### src/rtl/rob_pkg.sv
package rob_pkg;

    localparam int DATA_W  = 32;
    localparam int REG_W   = 5;
    localparam int MSIZE_W = 2;

    // one 64-bit result word decoded by the port that completed the entry
    typedef union packed {
        struct packed {
            logic [DATA_W-1:0] zero;
            logic [DATA_W-1:0] data;
        } alu;
        struct packed {
            logic [DATA_W-1:0] addr;
            logic [DATA_W-1:0] wdata;
        } mem;
        struct packed {
            logic [DATA_W-1:0] target;
            logic [DATA_W-2:0] zero;
            logic              taken;
        } branch;
    } rob_result_u;

endpackage

### src/rtl/rob_ptr_ctrl.sv
`timescale 1ns/100ps

module rob_ptr_ctrl #(
    parameter int ROB_DEPTH = 16,
    localparam int ADDR_W = $clog2(ROB_DEPTH)
) (
    input  logic              clk,
    input  logic              rst,
    input  logic              alloc,
    input  logic [ADDR_W:0]   retire_cnt,
    input  logic              squash,
    output logic [ADDR_W-1:0] head_addr,
    output logic [ADDR_W-1:0] tail_addr,
    output logic [ADDR_W:0]   count,
    output logic              full
);

    // msb of each pointer is the wrap bit
    logic [ADDR_W:0] head_ptr;
    logic [ADDR_W:0] tail_ptr;

    always_ff @(posedge clk) begin
        if (rst || squash) begin
            head_ptr <= '0;
            tail_ptr <= '0;
        end else begin
            head_ptr <= head_ptr + retire_cnt;
            if (alloc) begin
                tail_ptr <= tail_ptr + 1'b1;
            end
        end
    end

    assign head_addr = head_ptr[ADDR_W-1:0];
    assign tail_addr = tail_ptr[ADDR_W-1:0];

    // never exceeds ROB_DEPTH, so the modulo difference is exact
    assign count = tail_ptr - head_ptr;

    // same slot on a different lap
    assign full = (head_ptr[ADDR_W] != tail_ptr[ADDR_W]) &&
                  (head_addr == tail_addr);

endmodule

### src/rtl/rob_table.sv
`timescale 1ns/100ps

module rob_table #(
    parameter int ROB_DEPTH    = 16,
    parameter int RETIRE_WIDTH = 2,
    localparam int ADDR_W = $clog2(ROB_DEPTH)
) (
    input  logic                                             clk,
    input  logic                                             rst,
    input  logic                                             squash,
    input  logic                                             alloc,
    input  logic [rob_pkg::REG_W-1:0]                        alloc_dst,
    input  logic [rob_pkg::DATA_W-1:0]                       alloc_pc,
    input  logic                                             alloc_is_branch,
    input  logic                                             alloc_is_store,
    input  logic [rob_pkg::MSIZE_W-1:0]                      alloc_msize,
    input  logic [ADDR_W-1:0]                                head_addr,
    input  logic [ADDR_W-1:0]                                tail_addr,
    input  logic                                             alu_cpl_valid,
    input  logic [ADDR_W-1:0]                                alu_cpl_addr,
    input  logic [rob_pkg::DATA_W-1:0]                       alu_cpl_data,
    input  logic                                             alu_cpl_exc,
    input  logic                                             mem_cpl_valid,
    input  logic [ADDR_W-1:0]                                mem_cpl_addr,
    input  logic [rob_pkg::DATA_W-1:0]                       mem_cpl_maddr,
    input  logic [rob_pkg::DATA_W-1:0]                       mem_cpl_wdata,
    input  logic                                             mem_cpl_exc,
    input  logic                                             br_cpl_valid,
    input  logic [ADDR_W-1:0]                                br_cpl_addr,
    input  logic [rob_pkg::DATA_W-1:0]                       br_cpl_target,
    input  logic                                             br_cpl_taken,
    input  logic                                             br_cpl_exc,
    input  logic [ADDR_W-1:0]                                src_addr,
    output logic                                             src_ready,
    output logic [rob_pkg::DATA_W-1:0]                       src_data,
    output logic [RETIRE_WIDTH-1:0]                          win_complete,
    output logic [RETIRE_WIDTH-1:0]                          win_exc,
    output logic [RETIRE_WIDTH-1:0]                          win_is_branch,
    output logic [RETIRE_WIDTH-1:0]                          win_is_store,
    output logic [RETIRE_WIDTH-1:0][rob_pkg::MSIZE_W-1:0]    win_msize,
    output logic [RETIRE_WIDTH-1:0][rob_pkg::REG_W-1:0]      win_dst,
    output logic [RETIRE_WIDTH-1:0][rob_pkg::DATA_W-1:0]     win_pc,
    output rob_pkg::rob_result_u [RETIRE_WIDTH-1:0]          win_result
);

    import rob_pkg::*;

    logic [ROB_DEPTH-1:0] complete_q;
    logic [ROB_DEPTH-1:0] exc_q;
    logic [ROB_DEPTH-1:0] is_branch_q;
    logic [ROB_DEPTH-1:0] is_store_q;
    logic [MSIZE_W-1:0]   msize_q  [ROB_DEPTH];
    logic [REG_W-1:0]     dst_q    [ROB_DEPTH];
    logic [DATA_W-1:0]    pc_q     [ROB_DEPTH];
    rob_result_u          result_q [ROB_DEPTH];

    always_ff @(posedge clk) begin
        if (rst || squash) begin
            complete_q <= '0;
        end else begin
            if (alloc) begin
                complete_q[tail_addr] <= 1'b0;
            end
            if (alu_cpl_valid) begin
                complete_q[alu_cpl_addr] <= 1'b1;
            end
            if (mem_cpl_valid) begin
                complete_q[mem_cpl_addr] <= 1'b1;
            end
            if (br_cpl_valid) begin
                complete_q[br_cpl_addr] <= 1'b1;
            end
        end
    end

    // each port fills its own view of the payload
    always_ff @(posedge clk) begin
        if (alloc) begin
            exc_q[tail_addr]       <= 1'b0;
            is_branch_q[tail_addr] <= alloc_is_branch;
            is_store_q[tail_addr]  <= alloc_is_store;
            msize_q[tail_addr]     <= alloc_msize;
            dst_q[tail_addr]       <= alloc_dst;
            pc_q[tail_addr]        <= alloc_pc;
        end
        if (alu_cpl_valid) begin
            exc_q[alu_cpl_addr]             <= alu_cpl_exc;
            result_q[alu_cpl_addr].alu.zero <= '0;
            result_q[alu_cpl_addr].alu.data <= alu_cpl_data;
        end
        if (mem_cpl_valid) begin
            exc_q[mem_cpl_addr]              <= mem_cpl_exc;
            result_q[mem_cpl_addr].mem.addr  <= mem_cpl_maddr;
            result_q[mem_cpl_addr].mem.wdata <= mem_cpl_wdata;
        end
        if (br_cpl_valid) begin
            exc_q[br_cpl_addr]                  <= br_cpl_exc;
            result_q[br_cpl_addr].branch.target <= br_cpl_target;
            result_q[br_cpl_addr].branch.zero   <= '0;
            result_q[br_cpl_addr].branch.taken  <= br_cpl_taken;
        end
    end

    // operand lookup for issue
    assign src_ready = complete_q[src_addr];
    assign src_data  = result_q[src_addr].alu.data;

    // head window wraps around the table
    for (genvar i = 0; i < RETIRE_WIDTH; i++) begin : g_win
        logic [ADDR_W-1:0] idx;

        assign idx              = head_addr + ADDR_W'(i);
        assign win_complete[i]  = complete_q[idx];
        assign win_exc[i]       = exc_q[idx];
        assign win_is_branch[i] = is_branch_q[idx];
        assign win_is_store[i]  = is_store_q[idx];
        assign win_msize[i]     = msize_q[idx];
        assign win_dst[i]       = dst_q[idx];
        assign win_pc[i]        = pc_q[idx];
        assign win_result[i]    = result_q[idx];
    end

endmodule

### src/rtl/rob_retire_fsm.sv
`timescale 1ns/100ps

module rob_retire_fsm #(
    parameter int ROB_DEPTH    = 16,
    parameter int RETIRE_WIDTH = 2,
    localparam int ADDR_W = $clog2(ROB_DEPTH)
) (
    input  logic                                          clk,
    input  logic                                          rst,
    input  logic                                          flush,
    input  logic [RETIRE_WIDTH-1:0]                       win_complete,
    input  logic [RETIRE_WIDTH-1:0]                       win_exc,
    input  logic [RETIRE_WIDTH-1:0]                       win_is_branch,
    input  logic [RETIRE_WIDTH-1:0]                       win_is_store,
    input  logic [RETIRE_WIDTH-1:0][rob_pkg::MSIZE_W-1:0] win_msize,
    input  logic [RETIRE_WIDTH-1:0][rob_pkg::REG_W-1:0]   win_dst,
    input  logic [RETIRE_WIDTH-1:0][rob_pkg::DATA_W-1:0]  win_pc,
    input  rob_pkg::rob_result_u [RETIRE_WIDTH-1:0]       win_result,
    input  logic [ADDR_W:0]                               count,
    input  logic                                          d_data_ok,
    output logic [ADDR_W:0]                               retire_cnt,
    output logic                                          squash,
    output logic [RETIRE_WIDTH-1:0]                       retire_valid,
    output logic [RETIRE_WIDTH-1:0][rob_pkg::REG_W-1:0]   retire_dst,
    output logic [RETIRE_WIDTH-1:0][rob_pkg::DATA_W-1:0]  retire_data,
    output logic                                          mem_wen,
    output logic [rob_pkg::DATA_W-1:0]                    mem_addr,
    output logic [rob_pkg::DATA_W-1:0]                    mem_wdata,
    output logic [rob_pkg::MSIZE_W-1:0]                   mem_size,
    output logic                                          redirect_valid,
    output logic [rob_pkg::DATA_W-1:0]                    redirect_pc,
    output logic                                          exc_valid,
    output logic [rob_pkg::DATA_W-1:0]                    exc_pc
);

    import rob_pkg::*;

    localparam logic RUN        = 1'b0;
    localparam logic STORE_WAIT = 1'b1;

    logic state;
    logic head_done;
    logic chain;

    // head entry present and finished
    assign head_done = (count != '0) && win_complete[0];

    always_ff @(posedge clk) begin
        if (rst || flush) begin
            state <= RUN;
        end else if (state == RUN && mem_wen) begin
            state <= STORE_WAIT;
        end else if (state == STORE_WAIT && d_data_ok) begin
            state <= RUN;
        end
    end

    // store goes out once, then waits for the memory
    assign mem_wen   = (state == RUN) && head_done && !win_exc[0] && win_is_store[0];
    assign mem_addr  = win_result[0].mem.addr;
    assign mem_wdata = win_result[0].mem.wdata;
    assign mem_size  = win_msize[0];

    assign exc_valid = (state == RUN) && head_done && win_exc[0];
    assign exc_pc    = win_pc[0];

    always_comb begin
        retire_valid   = '0;
        retire_cnt     = '0;
        redirect_valid = 1'b0;
        redirect_pc    = win_result[0].branch.target;
        chain          = 1'b1;
        for (int i = 0; i < RETIRE_WIDTH; i++) begin
            if (chain && (count > i) && win_complete[i] && !win_exc[i]) begin
                if (win_is_store[i]) begin
                    // only the head store, and only once memory answers
                    if (i == 0 && state == STORE_WAIT && d_data_ok) begin
                        retire_valid[i] = 1'b1;
                        retire_cnt      = retire_cnt + 1'b1;
                    end
                    chain = 1'b0;
                end else begin
                    retire_valid[i] = 1'b1;
                    retire_cnt      = retire_cnt + 1'b1;
                    if (win_is_branch[i] && win_result[i].branch.taken) begin
                        redirect_valid = 1'b1;
                        redirect_pc    = win_result[i].branch.target;
                        chain          = 1'b0;
                    end
                end
            end else begin
                chain = 1'b0;
            end
        end
    end

    // per-slot writeback value
    always_comb begin
        for (int i = 0; i < RETIRE_WIDTH; i++) begin
            retire_dst[i] = win_dst[i];
            if (win_is_branch[i]) begin
                retire_data[i] = win_pc[i] + DATA_W'(8);
            end else if (win_is_store[i]) begin
                retire_data[i] = win_result[i].mem.wdata;
            end else begin
                retire_data[i] = win_result[i].alu.data;
            end
        end
    end

    assign squash = flush || redirect_valid || exc_valid;

endmodule

### src/rtl/rob_top.sv
`timescale 1ns/100ps

module rob_top #(
    parameter int ROB_DEPTH    = 16,
    parameter int RETIRE_WIDTH = 2,
    localparam int ADDR_W = $clog2(ROB_DEPTH)
) (
    input  logic                                       clk,
    input  logic                                       rst,
    input  logic                                       flush,
    input  logic                                       alloc_valid,
    input  logic [rob_pkg::REG_W-1:0]                  alloc_dst,
    input  logic [rob_pkg::DATA_W-1:0]                 alloc_pc,
    input  logic                                       alloc_is_branch,
    input  logic                                       alloc_is_store,
    input  logic [rob_pkg::MSIZE_W-1:0]                alloc_msize,
    output logic                                       alloc_ready,
    output logic [ADDR_W-1:0]                          alloc_addr,
    input  logic                                       alu_cpl_valid,
    input  logic [ADDR_W-1:0]                          alu_cpl_addr,
    input  logic [rob_pkg::DATA_W-1:0]                 alu_cpl_data,
    input  logic                                       alu_cpl_exc,
    input  logic                                       mem_cpl_valid,
    input  logic [ADDR_W-1:0]                          mem_cpl_addr,
    input  logic [rob_pkg::DATA_W-1:0]                 mem_cpl_maddr,
    input  logic [rob_pkg::DATA_W-1:0]                 mem_cpl_wdata,
    input  logic                                       mem_cpl_exc,
    input  logic                                       br_cpl_valid,
    input  logic [ADDR_W-1:0]                          br_cpl_addr,
    input  logic [rob_pkg::DATA_W-1:0]                 br_cpl_target,
    input  logic                                       br_cpl_taken,
    input  logic                                       br_cpl_exc,
    input  logic [ADDR_W-1:0]                          src_addr,
    output logic                                       src_ready,
    output logic [rob_pkg::DATA_W-1:0]                 src_data,
    input  logic                                       d_data_ok,
    output logic [RETIRE_WIDTH-1:0]                    retire_valid,
    output logic [RETIRE_WIDTH*rob_pkg::REG_W-1:0]     retire_dst,
    output logic [RETIRE_WIDTH*rob_pkg::DATA_W-1:0]    retire_data,
    output logic                                       mem_wen,
    output logic [rob_pkg::DATA_W-1:0]                 mem_addr,
    output logic [rob_pkg::DATA_W-1:0]                 mem_wdata,
    output logic [rob_pkg::MSIZE_W-1:0]                mem_size,
    output logic                                       redirect_valid,
    output logic [rob_pkg::DATA_W-1:0]                 redirect_pc,
    output logic                                       exc_valid,
    output logic [rob_pkg::DATA_W-1:0]                 exc_pc
);

    import rob_pkg::*;

    logic                                  alloc;
    logic                                  full;
    logic                                  squash;
    logic [ADDR_W-1:0]                     head_addr;
    logic [ADDR_W-1:0]                     tail_addr;
    logic [ADDR_W:0]                       count;
    logic [ADDR_W:0]                       retire_cnt;
    logic [RETIRE_WIDTH-1:0]               win_complete;
    logic [RETIRE_WIDTH-1:0]               win_exc;
    logic [RETIRE_WIDTH-1:0]               win_is_branch;
    logic [RETIRE_WIDTH-1:0]               win_is_store;
    logic [RETIRE_WIDTH-1:0][MSIZE_W-1:0]  win_msize;
    logic [RETIRE_WIDTH-1:0][REG_W-1:0]    win_dst;
    logic [RETIRE_WIDTH-1:0][DATA_W-1:0]   win_pc;
    rob_result_u [RETIRE_WIDTH-1:0]        win_result;

    // full is the only back-pressure on rename
    assign alloc_ready = !full;
    assign alloc       = alloc_valid && !full;
    assign alloc_addr  = tail_addr;

    rob_ptr_ctrl #(
        .ROB_DEPTH (ROB_DEPTH)
    ) u_ptr_ctrl (
        .clk        (clk),
        .rst        (rst),
        .alloc      (alloc),
        .retire_cnt (retire_cnt),
        .squash     (squash),
        .head_addr  (head_addr),
        .tail_addr  (tail_addr),
        .count      (count),
        .full       (full)
    );

    rob_table #(
        .ROB_DEPTH    (ROB_DEPTH),
        .RETIRE_WIDTH (RETIRE_WIDTH)
    ) u_table (
        .clk             (clk),
        .rst             (rst),
        .squash          (squash),
        .alloc           (alloc),
        .alloc_dst       (alloc_dst),
        .alloc_pc        (alloc_pc),
        .alloc_is_branch (alloc_is_branch),
        .alloc_is_store  (alloc_is_store),
        .alloc_msize     (alloc_msize),
        .head_addr       (head_addr),
        .tail_addr       (tail_addr),
        .alu_cpl_valid   (alu_cpl_valid),
        .alu_cpl_addr    (alu_cpl_addr),
        .alu_cpl_data    (alu_cpl_data),
        .alu_cpl_exc     (alu_cpl_exc),
        .mem_cpl_valid   (mem_cpl_valid),
        .mem_cpl_addr    (mem_cpl_addr),
        .mem_cpl_maddr   (mem_cpl_maddr),
        .mem_cpl_wdata   (mem_cpl_wdata),
        .mem_cpl_exc     (mem_cpl_exc),
        .br_cpl_valid    (br_cpl_valid),
        .br_cpl_addr     (br_cpl_addr),
        .br_cpl_target   (br_cpl_target),
        .br_cpl_taken    (br_cpl_taken),
        .br_cpl_exc      (br_cpl_exc),
        .src_addr        (src_addr),
        .src_ready       (src_ready),
        .src_data        (src_data),
        .win_complete    (win_complete),
        .win_exc         (win_exc),
        .win_is_branch   (win_is_branch),
        .win_is_store    (win_is_store),
        .win_msize       (win_msize),
        .win_dst         (win_dst),
        .win_pc          (win_pc),
        .win_result      (win_result)
    );

    rob_retire_fsm #(
        .ROB_DEPTH    (ROB_DEPTH),
        .RETIRE_WIDTH (RETIRE_WIDTH)
    ) u_retire_fsm (
        .clk            (clk),
        .rst            (rst),
        .flush          (flush),
        .win_complete   (win_complete),
        .win_exc        (win_exc),
        .win_is_branch  (win_is_branch),
        .win_is_store   (win_is_store),
        .win_msize      (win_msize),
        .win_dst        (win_dst),
        .win_pc         (win_pc),
        .win_result     (win_result),
        .count          (count),
        .d_data_ok      (d_data_ok),
        .retire_cnt     (retire_cnt),
        .squash         (squash),
        .retire_valid   (retire_valid),
        .retire_dst     (retire_dst),
        .retire_data    (retire_data),
        .mem_wen        (mem_wen),
        .mem_addr       (mem_addr),
        .mem_wdata      (mem_wdata),
        .mem_size       (mem_size),
        .redirect_valid (redirect_valid),
        .redirect_pc    (redirect_pc),
        .exc_valid      (exc_valid),
        .exc_pc         (exc_pc)
    );

endmodule

### config.mk
export PLATFORM = sky130hd
export DESIGN_NAME = rob_top
export DESIGN_NICKNAME = d
export VERILOG_FILES = /design/src/rtl/rob_pkg.sv /design/src/rtl/rob_ptr_ctrl.sv /design/src/rtl/rob_table.sv /design/src/rtl/rob_retire_fsm.sv /design/src/rtl/rob_top.sv
export SDC_FILE = /design/constraint.sdc
export NUM_CORES = 2
export LEC_CHECK = 0
export BUFFER_PORTS_ARGS = -buffer_cell sky130_fd_sc_hd__buf_4
export CORE_MARGIN = 3
export CORE_UTILIZATION = 40
export CTS_BUF_LIST = sky130_fd_sc_hd__clkbuf_8
export CTS_CLUSTER_DIAMETER = 40
export DETAILED_ROUTE_END_ITERATION = 8
export SYNTH_ARGS = -nofsm -noshare
export SYNTH_HDL_FRONTEND = slang
export SYNTH_SLANG_ARGS = --single-unit
### constraint.sdc
create_clock -name clk -period 7.5 [get_ports clk]
set_input_delay 0 -clock clk [delete_from_list [all_inputs] [get_ports clk]]
set_output_delay 0 -clock clk [all_outputs]
set_load 0.02 [all_outputs]
# Word-level counts from Yosys, hierarchy flattened
# Memory sizes are Yosys's and may differ from the RTL's. A register that Yosys moved wholly into a read port is not among the register bits.
# Index checks and enable logic that the tools add are counted.
# totals
ff_bits	75
mem_bits_ro	0
mem_bits_rw	1648
input_bits	197
latchBits	0
memories	4
output_inout_bits	247
wordCells	149
# memory_table
name	depth	width	read_ports	rd_clocked_by_memory_dff	wr	line_no	rtl
u_table.result_q	16	64	3	1	3	rob_table.sv:55	rob_result_u result_q [ROB_DEPTH];
u_table.pc_q	16	32	2	1	1	rob_table.sv:54	logic [DATA_W-1:0] pc_q [ROB_DEPTH];
u_table.dst_q	16	5	2	1	1	rob_table.sv:53	logic [REG_W-1:0] dst_q [ROB_DEPTH];
u_table.msize_q	16	2	1	1	1	rob_table.sv:52	logic [MSIZE_W-1:0] msize_q [ROB_DEPTH];
# classes
div	0
mux	80
n_reduce_logical	29
n_bitwise	7
multipliers	0
n_shift	0
order_cmp	13
n_eq_ne	2
add_sub_neg	7
# ops
operator	n
16-bit 2-to-1 mux	11
32-bit 2-to-1 mux	5
16-bit bitwise mux	5
32-bit by 4-bit adder with 32-bit output, second input constant	2
16-bit bitwise OR	3
1-bit 2-to-1 mux	39
1-bit binary-select mux with 4-bit select	9
4-bit by 5-bit less-than comparator with 1-bit output, second input constant	7
16-bit bitwise AND	2
1-bit logical AND	20
1-bit demux with 4-bit select	4
4-bit by 1-bit >= comparator with 1-bit output, second input constant	4
4-bit 2-to-1 mux	4
16-bit NOT	1
5-bit 2-to-1 mux	3
5-bit by 1-bit adder with 5-bit output, second input constant	2
5-bit by 1-bit > comparator with 1-bit output, second input constant	2
5-bit adder	1
5-bit nonzero test	1
5-bit subtractor	1
4-bit by 1-bit adder with 4-bit output, second input constant	1
4-bit equality test	1
1-bit logical OR	4
1-bit logical NOT	3
other kinds (3)	3

# Depth between registers and ports, before layout
# depth
depth_word	22
ltp_mapped	23
depth_no_buf	18

# Modules after synthesis
# Synthesis repeated with hierarchy kept, for this count alone.
# hier_totals
cells_unflattened	7421
area_unflattened_um2	99456.6
# by_module_without_submodules
module	cells_per_inst	area_each_um2	n_inst	seq_area_each_um2
rob_table	6844	95434.0	1	46124.2
rob_retire_fsm	494	3295.7	1	20.0
rob_ptr_ctrl	81	716.9	1	200.2
rob_top	2	10.0	1	0.0

# Least setup slack after synthesis
# No wires, ideal clock.
# synth_timing
kind	reg-to-reg
startpoint	register u_ptr_ctrl.head_ptr[3]
endpoint	register u_table.exc_q[7]
period_less_slack_ps	5791
t_required_ps	7369
setup_time_ps	131
n_path_buf	9
arrival_time_ps	5659
path_stages_with_launch	20
slack_ps	1709
cell_sequence	dfxtp_1 buf_2 inv_1 buf_4 buf_4 buf_2 buf_6 buf_2 buf_2 buf_2 ha_1 and4_1 nand2_1 and2_1 clkbuf_1 nand2_1 nor2_1 o311ai_0 o21ai_0 o21ai_0
# synth_between
elab_chain_cells	11
# synth_lines
item	line_no	rtl
from (decl)	rob_ptr_ctrl.sv:19	logic [ADDR_W:0] head_ptr;
from (signal assigned)	rob_ptr_ctrl.sv:27	head_ptr <= head_ptr + retire_cnt;
4-bit equality test (*)	rob_ptr_ctrl.sv:42	(head_addr == tail_addr);
1-bit logical AND (*)	rob_ptr_ctrl.sv:41	assign full = (head_ptr[ADDR_W] != tail_ptr[ADDR_W]) &&
1-bit logical NOT (*)	--	
net alloc_ready	rob_top.sv:17	output logic alloc_ready,
1-bit logical AND (*)	rob_top.sv:70	assign alloc = alloc_valid && !full;
16-bit 2-to-1 mux (*)	rob_table.sv:78	if (alloc) begin
16-bit bitwise mux	rob_table.sv:87	exc_q[alu_cpl_addr] <= alu_cpl_exc;
16-bit 2-to-1 mux (*)	rob_table.sv:86	if (alu_cpl_valid) begin
16-bit bitwise mux	rob_table.sv:92	exc_q[mem_cpl_addr] <= mem_cpl_exc;
16-bit 2-to-1 mux (*)	rob_table.sv:91	if (mem_cpl_valid) begin
16-bit bitwise mux	rob_table.sv:97	exc_q[br_cpl_addr] <= br_cpl_exc;
16-bit 2-to-1 mux (*)	rob_table.sv:96	if (br_cpl_valid) begin
to (signal, indexed assignment)	rob_table.sv:87	
to (signal, indexed assignment)	rob_table.sv:92	
to (signal, indexed assignment)	rob_table.sv:97	
to (decl)	rob_table.sv:49	logic [ROB_DEPTH-1:0] exc_q;
# Mark *: on every way through the listed nets, which the timed path passes. The rest lies on a longest branch.
# A chain may end at the register's enable or synchronous reset.

# Worst setup path after layout
# layout_timing
startpoint	register u_ptr_ctrl.head_ptr[0]
endpoint	output port retire_data[62] (netlist name)
# layout_between
elab_chain_cells	4
word_cells_on_any_way	7
cone_classes	add/sub: 2; mux: 3; memory: 2
# layout_lines
item	line_no	rtl
4-bit by 1-bit adder with 4-bit output (*)	rob_table.sv:112	assign idx = head_addr + ADDR_W'(i);
memory read 16 x 32 bit or 1-bit binary-select mux with 4-bit select (tied branches)	--	
32-bit by 4-bit adder with 32-bit output or 1-bit 2-to-1 mux (tied branches)	rob_retire_fsm.sv:102, rob_table.sv:115	
32-bit 2-to-1 mux (*)	rob_retire_fsm.sv:101	if (win_is_branch[i]) begin
to (decl)	rob_top.sv:39	output logic [RETIRE_WIDTH*rob_pkg::DATA_W-1:0] retire_data,
# Every way passes the cells marked *; elsewhere a longest branch is shown, timed or not. The select of a mux whose other input is x is not followed.

==> flow_summary.toml <==
[layout]
final_common_cell = "edfxtp_1"
area_growth_pct = 16.9
mostFrequentLayoutCells = "edfxtp_1 (1184), mux4_2 (1111), nor2_1 (594)"
final_core_util_pct = 47.1
final_nets = 7517
drive_above_1_share_pct = 31.1

[route]
drc = 0
dr.pass1.iters = 6
drt_iter0_drc = 11300
routed_wl_microns = 401000
wl_per_cell_microns = 37.1
vias = 74200
viasPerCell = 6.87
final_antenna_net_count = 0

[cts]
cts_buffer_depth = 4
clock_sinks = 1723
htreeDepth = 5
cts_tree = "done"
clkLatencyLatePin_ps = 1110
cts_buffers = 346
ctsRootBufferMaster = "clkbuf_8"
cts_setup_buffers = 0
clk_pin_slew_ps = 60

[floorplan]
core_sq_um = 244000
dieArea_sq_um = 252000
ios = 444
die_w_microns = 502
die_y_microns = 502
rows = 181
initial_utilization_pct = 40.3

[setup_path]
setup.worst_path.end = "retire_data[62]"
regToRegStartpoint = "u_ptr_ctrl.head_ptr[0]"
critPathKind = "reg -> out"
required_ps = 7500
reg2reg_depth = 13
arrival_ps = 6630
r2r_slack_ps = 2120
critPathCaptureType = "primary output"
start_kind = "register"
r2r-end = "u_table.exc_q[2]"
worst-path-max-fanout = 82
critPathLaunch = "u_ptr_ctrl.head_ptr[0]"

[placed_design]
dp_hpwl_microns = 225000
port_buffers = 443
post-place-ws_ps = 2020
place.gp.congestion = 0.870

[sta]
setup_viol = 0
relSlewSlack_pct = 17.3
max_freq_ghz = 0.151
period_minus_slack_ps = 6630
fin_ws_ps = 871
fin_tns_setup_ps = 0
timing.final.crit_share_pct = 88.4
tightest_slew_ps = 1240
fin_skew_ps = 114
rsz0062_at_grt = "no"
finalHoldViolCount = 0
slew_viol_final = 0

[synthesis]
synth_top_area_cell = "edfxtp_1"
synth_area_leaders = "edfxtp_1 (36%), mux4_2 (25%), dfxtp_1 (11%)"
synth_seq_area_share_pct = 47.1
synthArstFlopShare_pct = 0
ys_ff_latch = 1723
synthFlopType = "edfxtp_1"
synth_top_area_share_pct = 36.2
yosysWarnings = 0
synth_cells = 6774
ys_types = 85
syn_area_per_cell_sq_um = 14.5
syn_area_sq_um = 98300
synth_edf_count = 1184
synth_nets = 6987

[run]
max_cap_violations = 0

[hold_path]
worstHoldStart = "br_cpl_target[26]"
hold_path_class = "in -> reg"

[grt]
grtUsageTotal_pct = 31.2
grt_pass1_wl_microns = 560000
overflow = 0
first_global_vias = 73000
grt_max_degree = 146
antenna_found_initial = 57

[power_and_ir_drop]
p_leak_nw = 37.9
finalPower_mw = 26.1
pwr_density_cell_nw_per_um2 = 227
vdd_drop_max_mv = 0.169

[status]
outcome = "complete, no violations"
registers in the layout, indices dropped and copies added (netlist names):
| register | cells |
|---|---|
| u_table.exc_q | 16 |
| u_table.is_branch_q | 16 |
| u_ptr_ctrl.tail_ptr | 5 |
| u_table.complete_q | 16 |
| u_table.pc_q | 512 |
| u_table.is_store_q | 16 |
| u_table.msize_q | 32 |
| u_table.result_q | 1024 |
| u_ptr_ctrl.head_ptr | 5 |
| u_retire_fsm.state | 1 |
| u_table.dst_q | 80 |
cell families (layout without fill, tap and decap cells):
| logic type | count (synthesis) | after routing | synth area share (%) |
|---|---|---|---|
| compound gates | 1242 | 1242 | 9.82 |
| xor+xnor | 53 | 53 | 0.510 |
| fa+ha+maj | 16 | 16 | 0.219 |
| buf+inv | 920 | 1704 | 4.29 |
| flops | 1723 | 1723 | 47.1 |
| mux | 1805 | 1805 | 33.6 |
| other cells | 0 | 34 | 0 |
| simple gates | 1015 | 1015 | 4.46 |
cell type report:
type                       instances  area, sq um
antenna                           34         85.1
clock buffer                     379         5220
clock inverter                   223         1500
fill                           21100       129000
inverter                          42          168
multi-input combinational       4131        48300
sequential                      1723        46400
tap                             3202         4010
timing repair buffer            1060         9290
cells in the mapped netlist (all sizes together) (6+ instances only):
| cell type | number |
|---|---|
| a211oi | 504 |
| a21oi | 67 |
| a22o | 513 |
| a31oi | 22 |
| and2 | 6 |
| and3 | 10 |
| buf | 382 |
| clkbuf | 495 |
| dfxtp | 539 |
| edfxtp | 1184 |
| ha | 14 |
| inv | 42 |
| mux2 | 43 |
| mux2i | 590 |
| mux4 | 1172 |
| nand2 | 179 |
| nand2b | 14 |
| nand3 | 68 |
| nand3b | 11 |
| nand4 | 16 |
| nor2 | 627 |
| nor2b | 16 |
| nor3 | 21 |
| nor3b | 17 |
| nor4 | 8 |
| o211ai | 12 |
| o21ai | 77 |
| or3 | 10 |
| xnor2 | 28 |
| xor2 | 25 |
power breakdown:
group / internal (mW) / leakage (nW) / switching [mW]
clock network: 5.29 / 3.75 / 4.36
registers: 11.1 / 14.4 / 0.811
logic: 2.27 / 19.8 / 2.27
how the worst min path moves through the flow:
stage | endpoint | slack [ps] | cells after the start
global placement | u_table.msize_q[6][1] | 290 | 1
global route | u_table.result_q[0][31] | 40 | 4
detailed placement | u_table.pc_q[10][18] | 300 | 1
CTS | u_table.result_q[15][57] | 1 | 3
floorplan | u_table.dst_q[0][0] | 100 | 0
finish | u_table.result_q[9][58] | 70 | 3
routing by layer:
layer  routed length [microns]  track usage, %  part of all wire [%]  up-vias
met1                    147000            40.6                    37    38200
met4                     28600            19.0                   7.1       22
met3                     49900            9.07                    12     1223
li1                          -               -                     -    28900
met2                    175000            45.9                    44     5821
met5                       156               0                 0.039        -
worst max-delay path: stages (launching register included):
cell	delay, ps
dfxtp_4	870
buf_4	710
nand3_4	220
xnor2_4	250
buf_12	700
mux2i_1	220
mux2i_1	540
nand3_1	300
or3_2	530
or3_1	360
a31oi_1	440
buf_4	240
stage by stage:
stage | std cells | hold slack (ps) | cell area, sq um
after floorplan | 6774 | 98.9 | 98300
after global placement | 9699 | 294 | 104000
after detailed placement | 9699 | 301 | 104000
after CTS | 10800 | 1.09 | 115000
after global routing | 10800 | 38.7 | 115000
final | 10800 | 65.4 | 115000
what timing repair did:
item,4_1_cts,5_1_grt
hold endpoints to repair,1795,0
gates resized for setup,0,0
hold buffers,459,0
Note: power is estimated with default switching activity, not from simulation.
